### src/exec_consts.svh
/*
 * Execution stage constants.
 * Data width, ALU unit count and ROB tag width.
 */
`ifndef EXEC_CONSTS_SVH
`define EXEC_CONSTS_SVH

// ----------------------------------------------------------------------
// datapath
// ----------------------------------------------------------------------
// integer data word width
`define EXEC_XLEN 32

// ----------------------------------------------------------------------
// execution resources
// ----------------------------------------------------------------------
// identical ALU units behind the dispatcher
`define EXEC_EU_N 4
// reorder buffer tag width
`define EXEC_ROB_IDX_W 4

`endif

### src/isa_pkg.sv
/*
 * ISA level types.
 * Integer ALU opcodes and the data word seen by the execution stage.
 */
`include "exec_consts.svh"

package isa_pkg;

  // ----------------------------------------------------------------------
  // data word
  // ----------------------------------------------------------------------
  // one architectural integer value
  typedef logic [`EXEC_XLEN-1:0] word_t;

  // ----------------------------------------------------------------------
  // ALU opcodes
  // ----------------------------------------------------------------------
  // 3-bit encoding carried by each issued instruction
  typedef enum logic [2:0] {
    ADD = 3'd0,  // rs1 + rs2
    SUB = 3'd1,  // rs1 - rs2
    AND = 3'd2,  // bitwise and
    OR  = 3'd3,  // bitwise or
    XOR = 3'd4,  // bitwise xor
    SLL = 3'd5,  // logical left shift, low 5 bits of rs2
    SRL = 3'd6,  // logical right shift, low 5 bits of rs2
    SLT = 3'd7   // signed less-than, result 0 or 1
  } alu_op_e;

endpackage

### src/expipe_pkg.sv
/*
 * Execution pipeline transport types.
 * Operand tags, issue requests, CDB results and the unit state.
 */
`include "exec_consts.svh"

package expipe_pkg;

  // ----------------------------------------------------------------------
  // tags and operands
  // ----------------------------------------------------------------------
  // reorder buffer entry index
  typedef logic [`EXEC_ROB_IDX_W-1:0] rob_idx_t;

  // operand, either a value or the tag of its producer
  typedef struct packed {
    logic            ready;    // value field holds the operand
    rob_idx_t        rob_idx;  // producer tag while not ready
    isa_pkg::word_t  value;
  } op_data_t;

  // renamed instruction as it leaves the issue stage
  typedef struct packed {
    isa_pkg::alu_op_e op;
    op_data_t         rs1;
    op_data_t         rs2;
    rob_idx_t         rob_idx;  // destination entry
  } issue_req_t;

  // ----------------------------------------------------------------------
  // common data bus
  // ----------------------------------------------------------------------
  // one result broadcast per transfer
  typedef struct packed {
    rob_idx_t        rob_idx;
    isa_pkg::word_t  value;
  } cdb_data_t;

  // ALU unit occupancy
  typedef enum logic [1:0] {
    IDLE,
    WAIT_OPS,
    DONE
  } eu_state_e;

  // operand wakeup, takes the broadcast value on a tag match
  function automatic op_data_t op_wakeup(op_data_t op, logic xfer, cdb_data_t cdb);
    op_data_t res;
    res = op;
    if (xfer && !op.ready && (op.rob_idx == cdb.rob_idx)) begin
      res.ready = 1'b1;
      res.value = cdb.value;
    end
    return res;
  endfunction

endpackage

### src/issue_dispatch.sv
/*
 * Issue dispatcher.
 * Steers each accepted instruction to the lowest idle ALU unit and
 * forwards same-cycle CDB results into its operands.
 */
`timescale 1ns/10ps
`include "exec_consts.svh"

module issue_dispatch (
  // issue port
  input  logic                   issue_valid_i,
  input  expipe_pkg::issue_req_t issue_req_i,
  output logic                   issue_ready_o,

  // unit occupancy
  input  logic [`EXEC_EU_N-1:0]  eu_busy_i,

  // CDB transfer of this cycle
  input  logic                   cdb_xfer_i,
  input  expipe_pkg::cdb_data_t  cdb_data_i,

  // to the units
  output logic [`EXEC_EU_N-1:0]  eu_load_o,
  output expipe_pkg::issue_req_t eu_req_o
);

  import expipe_pkg::*;

  // ----------------------------------------------------------------------
  // free unit selection
  // ----------------------------------------------------------------------
  logic [`EXEC_EU_N-1:0] free_sel;  // one-hot lowest idle unit

  always_comb begin
    free_sel = '0;
    // scan from the top so the lowest index wins
    for (int i = `EXEC_EU_N - 1; i >= 0; i--) begin
      if (!eu_busy_i[i]) begin
        free_sel    = '0;
        free_sel[i] = 1'b1;
      end
    end
  end

  // ready only from occupancy, never from valid
  assign issue_ready_o = |free_sel;

  // load strobe only on the handshake edge
  assign eu_load_o = (issue_valid_i && issue_ready_o) ? free_sel : '0;

  // ----------------------------------------------------------------------
  // same-cycle wakeup
  // ----------------------------------------------------------------------
  // producer broadcasting right now would be missed by the unit,
  // so patch the operands on the way in
  always_comb begin
    eu_req_o     = issue_req_i;
    eu_req_o.rs1 = op_wakeup(issue_req_i.rs1, cdb_xfer_i, cdb_data_i);
    eu_req_o.rs2 = op_wakeup(issue_req_i.rs2, cdb_xfer_i, cdb_data_i);
  end

endmodule

### config.mk
export PLATFORM = sky130hd
export DESIGN_NAME = issue_dispatch
export DESIGN_NICKNAME = d
export VERILOG_FILES = /design/src/isa_pkg.sv /design/src/expipe_pkg.sv /design/src/issue_dispatch.sv
export VERILOG_INCLUDE_DIRS = /design/src /design/src/src
export SDC_FILE = /design/constraint.sdc
export NUM_CORES = 1
export LEC_CHECK = 0
export CAP_MARGIN = 25
export CORE_AREA = 2 2 82 84
export DETAILED_ROUTE_END_ITERATION = 8
export DIE_AREA = 0 0 84 86
export DONT_BUFFER_PORTS = 1
export RECOVER_POWER = 50
export SETUP_SLACK_MARGIN = 0.5
export SYNTH_ARGS = -nofsm -noshare
export SYNTH_HDL_FRONTEND = slang
export SYNTH_SLANG_ARGS = --single-unit
### constraint.sdc
create_clock -name vclk -period 2.1
set_input_delay 0.105 -clock vclk [all_inputs]
set_output_delay 0.105 -clock vclk [all_outputs]
set_load 0.02 [all_outputs]
After elaboration in Yosys (flattened, before gate mapping)
Index checks and enable logic that the tools add are counted.
{"block": "totals", "reg_bits": 0, "latch_bits": 0, "ramBits": 0, "rom_bits": 0, "in_bits": 123, "out_inout_bits": 86, "wordCells": 19, "memories": 0}
{"block": "classes", "n_addsub": 0, "mul": 0, "n_div": 0, "order_cmp": 0, "n_eq_ne": 2, "n_shift": 0, "n_mux": 9, "n_bitwise": 0, "reduce_logical": 8}
{"operator": "two-way mux 32 bit", "n": 2}
{"operator": "two-way mux 4 bit", "n": 5}
{"operator": "equality test 4 bit", "n": 2}
{"operator": "logical AND 1 bit", "n": 5}
{"operator": "OR reduction 4 bit", "n": 1}
{"operator": "logical NOT 1 bit", "n": 2}
{"operator": "two-way mux 1 bit", "n": 2}

Longest topological paths before layout
Gate-level depths: netlist of the first run.
{"block": "logic_depth", "word_depth": 7, "ltp_mapped": 6, "mapped_depth_nobuf": 4}

Worst setup path after synthesis of the first run
Ideal clock, no wire load.
{"block": "synth_timing", "path_type": "input port to output port", "start": "in cdb_data_i[34] in the netlist's numbering", "end": "out eu_req_o[43] in the netlist's numbering", "arrival_time_ps": 1515, "t_required_ps": 1995, "slack_ps": 480, "path_stages": 6, "path_buffers": 2, "cell_sequence": "inv_1 -> a222oi_1 -> or4b_1 -> buf_6 -> buf_12 -> mux2_4"}
{"element": "start: declaration", "line_no": "issue_dispatch.sv:20", "rtl": "input expipe_pkg::cdb_data_t cdb_data_i,"}
{"element": "end: declaration", "line_no": "issue_dispatch.sv:24", "rtl": "output expipe_pkg::issue_req_t eu_req_o"}

==> results.json, run 1 <==
{
  "synth_top_area_share_pct": 36.1,
  "synthesis.area_um2": 1210,
  "synth_fa_ha_area_share_pct": 0,
  "relSlewSlack_pct": 51.2,
  "critPathBufInv": 1,
  "critPathMaxFanout": 7,
  "synth_area_leaders": "mux2_4 36%, mux2_2 33%, buf_4 9.3%, buf_12 5.0%, buf_6 3.7%",
  "num-clock-buffers": 0,
  "synth_top_cell_by_area": "mux2_4",
  "maxCapViolCount": 0,
  "max_freq_ghz": 0.572,
  "yosysSeqAreaShare_pct": 0,
  "dr_total_vias": 880,
  "synth_mux_area_share_pct": 68.7,
  "arrival_ns": 1.64,
  "status": "finished clean",
  "synth_cells": 113,
  "rsz0062_at_grt": "true",
  "finalSetupViolations": 0,
  "regArea_um2": 0,
  "antenna_found_initial": 0,
  "routed_wl_um": 3560,
  "grt_use_total_pct": 7.66,
  "synth_top_family_by_area": "multiplexers",
  "post-place-cells": 172,
  "finalSetupTns_ns": 0,
  "die_h_um": 86,
  "grt_max_degree": 21,
  "fin_crit_sh_pct": 83.2,
  "synth.most_common_cell": "mux2_2",
  "drtAntennaViolNets": 0,
  "ys_warn_count": 0,
  "start_kind": "input port",
  "final_max_slew_viol_count": 0,
  "period_minus_slack_ns": 1.75,
  "n_antenna_cell": 0,
  "final_layout_size_suffix_gt1_share_pct": 59.4,
  "drt_iter0_markers": 11,
  "required_ns": 2.00,
  "ir_drop_v": 0.0000677,
  "start_util_pct": 19.2,
  "holdCritPathClass": "input port to primary output",
  "avgViaCountPerCell": 5.09,
  "crit_path_top_delay_cell": "or4b_1",
  "synth_xor_area_share_pct": 1.45,
  "worst_pin_slew_ns": 0.730,
  "leakagePower_nw": 0.559,
  "die_area_um2": 7220,
  "grt_overflow_total": 0,
  "hold_buffers": 0,
  "crit_type": "input port to primary output",
  "cp_top_family": "simple AND/OR/NAND/NOR gates",
  "hold_viol": 0,
  "wl_per_cell_um": 20.6,
  "grt_pass1_vias": 852,
  "dp_hpwl_um": 3320,
  "syn-mean-instance-area_um2": 10.7,
  "synth.distinct_cells": 18,
  "worst_hold_slack_ns": 0.210,
  "fin_cells": 173,
  "critPathLaunch": "issue_req_i[37]",
  "hold_start": "issue_req_i[0]",
  "io_pins": 209,
  "fill_cells": 683,
  "gp_congestion": 0.773,
  "cp_cell_sequence": "a222oi_1, or4b_1, clkbuf_1, mux2_1",
  "numSequentialCells": 0,
  "area_growth_pct": -3.32,
  "yosys-top-cells-count": "35 x mux2_2, 29 x mux2_4, 15 x buf_4",
  "synth_nets": 236,
  "rows": 29,
  "die-width_um": 84,
  "power_density_nw_per_um2": 218,
  "cp-end-kind": "primary output",
  "final_nets": 221,
  "port_buffers": 0,
  "cts_setup_buffers": 0,
  "drt-pass1-iter-count": 4,
  "synth_compound_area_share_pct": 3.94,
  "synthSimpleGateAreaFrac_pct": 5.28,
  "grt_first_pass_wirelength_um": 4410,
  "final_core_util_pct": 18.6,
  "core_area_um2": 6280,
  "cpPeakStageDelay_ns": 0.56,
  "drc": 0
}
## power by group
group	internal [W]	leakage, nW	total [W]	switching, W
Clock	0	0	0	0
Combinational	0.000101	0.559	0.000255	0.000153
Sequential	0	0	0	0
## stage by stage
step | setup WS, ns | instance area, µm² | power [W]
after floorplan | 0.501 | 1210 | 0.000284
after global placement | 0.306 | 1120 | 0.000255
after global routing | 0.259 | 1170 | 0.000266
after detailed placement | 0.274 | 1120 | 0.000255
after CTS | 0.502 | 1160 | 0.000261
final | 0.353 | 1170 | 0.000255
## per-layer routing
metal | global-route usage (%) | routed length [µm] | part of all wire, % | vias to the layer above
met4 | 1.61 | 74 | 2.1 | 0
met1 | 6.69 | 961 | 27 | 386
met2 | 17.2 | 2090 | 59 | 123
met5 | 0 | 0 | 0 | -
met3 | 1.64 | 441 | 12 | 6
li1 | - | - | - | 365
## placed cells by master (no fill, tap or decap), drive strengths merged
cell / synthesis / layout
xor2: 2 / 2
nor3b: 1 / 1
nand4: 1 / 1
buf: 23 / 4
inv: 7 / 7
clkbuf: 0 / 2
o22ai: 2 / 2
o211ai: 2 / 2
nor2b: 1 / 1
nand3: 1 / 1
mux2: 64 / 64
a222oi: 2 / 2
or4b: 2 / 2
nand2: 3 / 3
nor2: 2 / 2
## cell families (layout without fill, tap and decap cells)
| group | after synthesis | after routing |
|---|---|---|
| AOI/OAI and AO/OA | 6 | 6 |
| xor gates and xnor gates | 2 | 2 |
| buffers and inverters | 30 | 13 |
| muxes | 64 | 64 |
| and+or+nand+nor | 11 | 11 |
## cell type report
| class | instances | area [µm²] | area share (%) |
|---|---|---|---|
| inverter | 7 | 31.3 | 2.68 |
| multi-input combinational | 83 | 973 | 83.4 |
| tap | 77 | 96.3 | 8.25 |
| timing repair buffer | 6 | 66.3 | 5.68 |
## final timing paths
kind / end / slack [ns] / cells after the start
max: eu_req_o[4] / 0.35 / 4
min: eu_req_o[0] / 0.21 / 0
## timing repair
action                     in CTS  in global routing
setup endpoints to repair      52                 64
resized for setup              11                  8
gates cloned                    0                  1
No activity file was read; power rests on OpenSTA's default activity.
==> inputs of run 2 (changes only) <==
clock period = 1.7 ns   (was 2.1 ns; I/O delays follow)
==> results.json, run 2 (synthesis gave the netlist of run 1 again) <==
{
  "dr_total_vias": 855,
  "crit_type": "input port to primary output",
  "grt_max_degree": 24,
  "multi_input_area_um2": 983,
  "layout_setup_ws_ns": 0.0346,
  "period_minus_slack_ns": 1.67,
  "final_layout_size_suffix_gt1_share_pct": 60.8,
  "grt_overflow_total": 0,
  "drt-pass1-iter-count": 4,
  "maxCapViolCount": 0,
  "hold_buffers": 0,
  "die-width_um": 84,
  "arrival_ns": 1.58,
  "dpl-instance-area_um2": 1160,
  "rsz0062_at_grt": "true",
  "place_ws_ns": -0.111,
  "avgViaCountPerCell": 4.91,
  "area_growth_pct": 2.28,
  "fill_cells": 692,
  "final_nets": 222,
  "start_util_pct": 19.2,
  "rows": 29,
  "leakagePower_nw": 0.579,
  "n_antenna_cell": 0,
  "worst_pin_slew_ns": 0.673,
  "fin_crit_sh_pct": 98.0,
  "final_cell_mix": "31 x mux2_4, 19 x mux2_1, 14 x mux2_2",
  "finalSetupViolations": 0,
  "numSequentialCells": 0,
  "power_w": 0.000322,
  "status": "finished clean",
  "whs_path_depth": 0,
  "routed_wl_um": 3360,
  "max_freq_ghz": 0.600,
  "required_ns": 1.62,
  "drtAntennaViolNets": 0,
  "drt_iter0_markers": 14,
  "cp_cell_sequence": "inv_12, buf_6, a222oi_1, or4b_4, buf_12, mux2_1",
  "grt_use_total_pct": 6.96,
  "post-place-cells": 172,
  "top_layer": "met4",
  "die_h_um": 86,
  "dp_hpwl_um": 2990,
  "crit_path_top_delay_cell": "or4b_4",
  "port_buffers": 0,
  "regArea_um2": 0,
  "wl_per_cell_um": 19.3,
  "layout_commonest_cell": "mux2_4",
  "num-clock-buffers": 0,
  "drc": 0,
  "fin_cells": 174,
  "cpPeakStageDelay_ns": 0.57,
  "io_pins": 209,
  "ir_drop_v": 0.000103,
  "grt_first_pass_wirelength_um": 4210,
  "dr_wl_met2_um": 1910,
  "drt-met1-wl_um": 1090,
  "holdCritPathClass": "input port to primary output",
  "grt_pass1_vias": 846,
  "relSlewSlack_pct": 55.0,
  "power_density_nw_per_um2": 261,
  "hold_viol": 0,
  "routed-wl-met3_um": 341,
  "die_area_um2": 7220,
  "gp_congestion": 0.719,
  "final_max_slew_viol_count": 0,
  "cp-end-kind": "primary output",
  "finalInstanceArea_um2": 1230,
  "critPathMaxFanout": 23,
  "core_area_um2": 6280,
  "start_kind": "input port",
  "antenna_found_initial": 0,
  "finalSetupTns_ns": 0
}
==> run 2: cell types whose count changed in the layout (fill, tap and decap cells not counted), sizes merged <==
cell	delta
buf	+3
clkbuf	-2
==> run 2: layout make-up <==
type	count	share of cell area, %
Multi-Input combinational cell	83	79.6
Inverter	7	3.14
Timing Repair Buffer	7	9.42
Tap cell	77	7.80
==> run 2: where the power goes <==
| group | switching, W | internal (W) |
|---|---|---|
| Clock | 0 | 0 |
| Combinational | 0.000193 | 0.000129 |
| Sequential | 0 | 0 |
==> run 2: critical path: cells and delay by family <==
family | cells | cell delay (ns)
AO/OA/AOI/OAI | 1 | 0.18
AND/OR/NAND/NOR | 1 | 0.57
buffers and inverters | 3 | 0.31
multiplexers | 1 | 0.42
==> run 2: path summary, 6_finish.rpt <==
| kind | from | to | slack (ns) |
|---|---|---|---|
| setup / recovery | cdb_data_i[32] | eu_req_o[7] | 0.03 |
| hold / removal | issue_req_i[0] | eu_req_o[0] | 0.17 |
==> run 2: per-layer routing <==
layer | up-vias | track usage [%]
met2 | 99 | 14.5
met4 | 0 | 0.733
met1 | 385 | 7.78
met3 | 4 | 0.577
met5 | - | 0
li1 | 367 | -
==> run 2: what timing repair did <==
item / CTS / global route
pin swaps: 0 / 0
cloned: 1 / 0
setup buffers: 1 / 0
setup endpoints to repair: 66 / 66
resized for setup: 14 / 0
==> run 2: metrics by stage <==
step / hold slack (ns) / utilization [%]
floorplan: 0.248 / -
global placement: 0.170 / 18.4
detailed placement: 0.170 / 18.4
CTS: 0.170 / 19.7
global route: 0.170 / 19.7
finish: 0.170 / 19.7
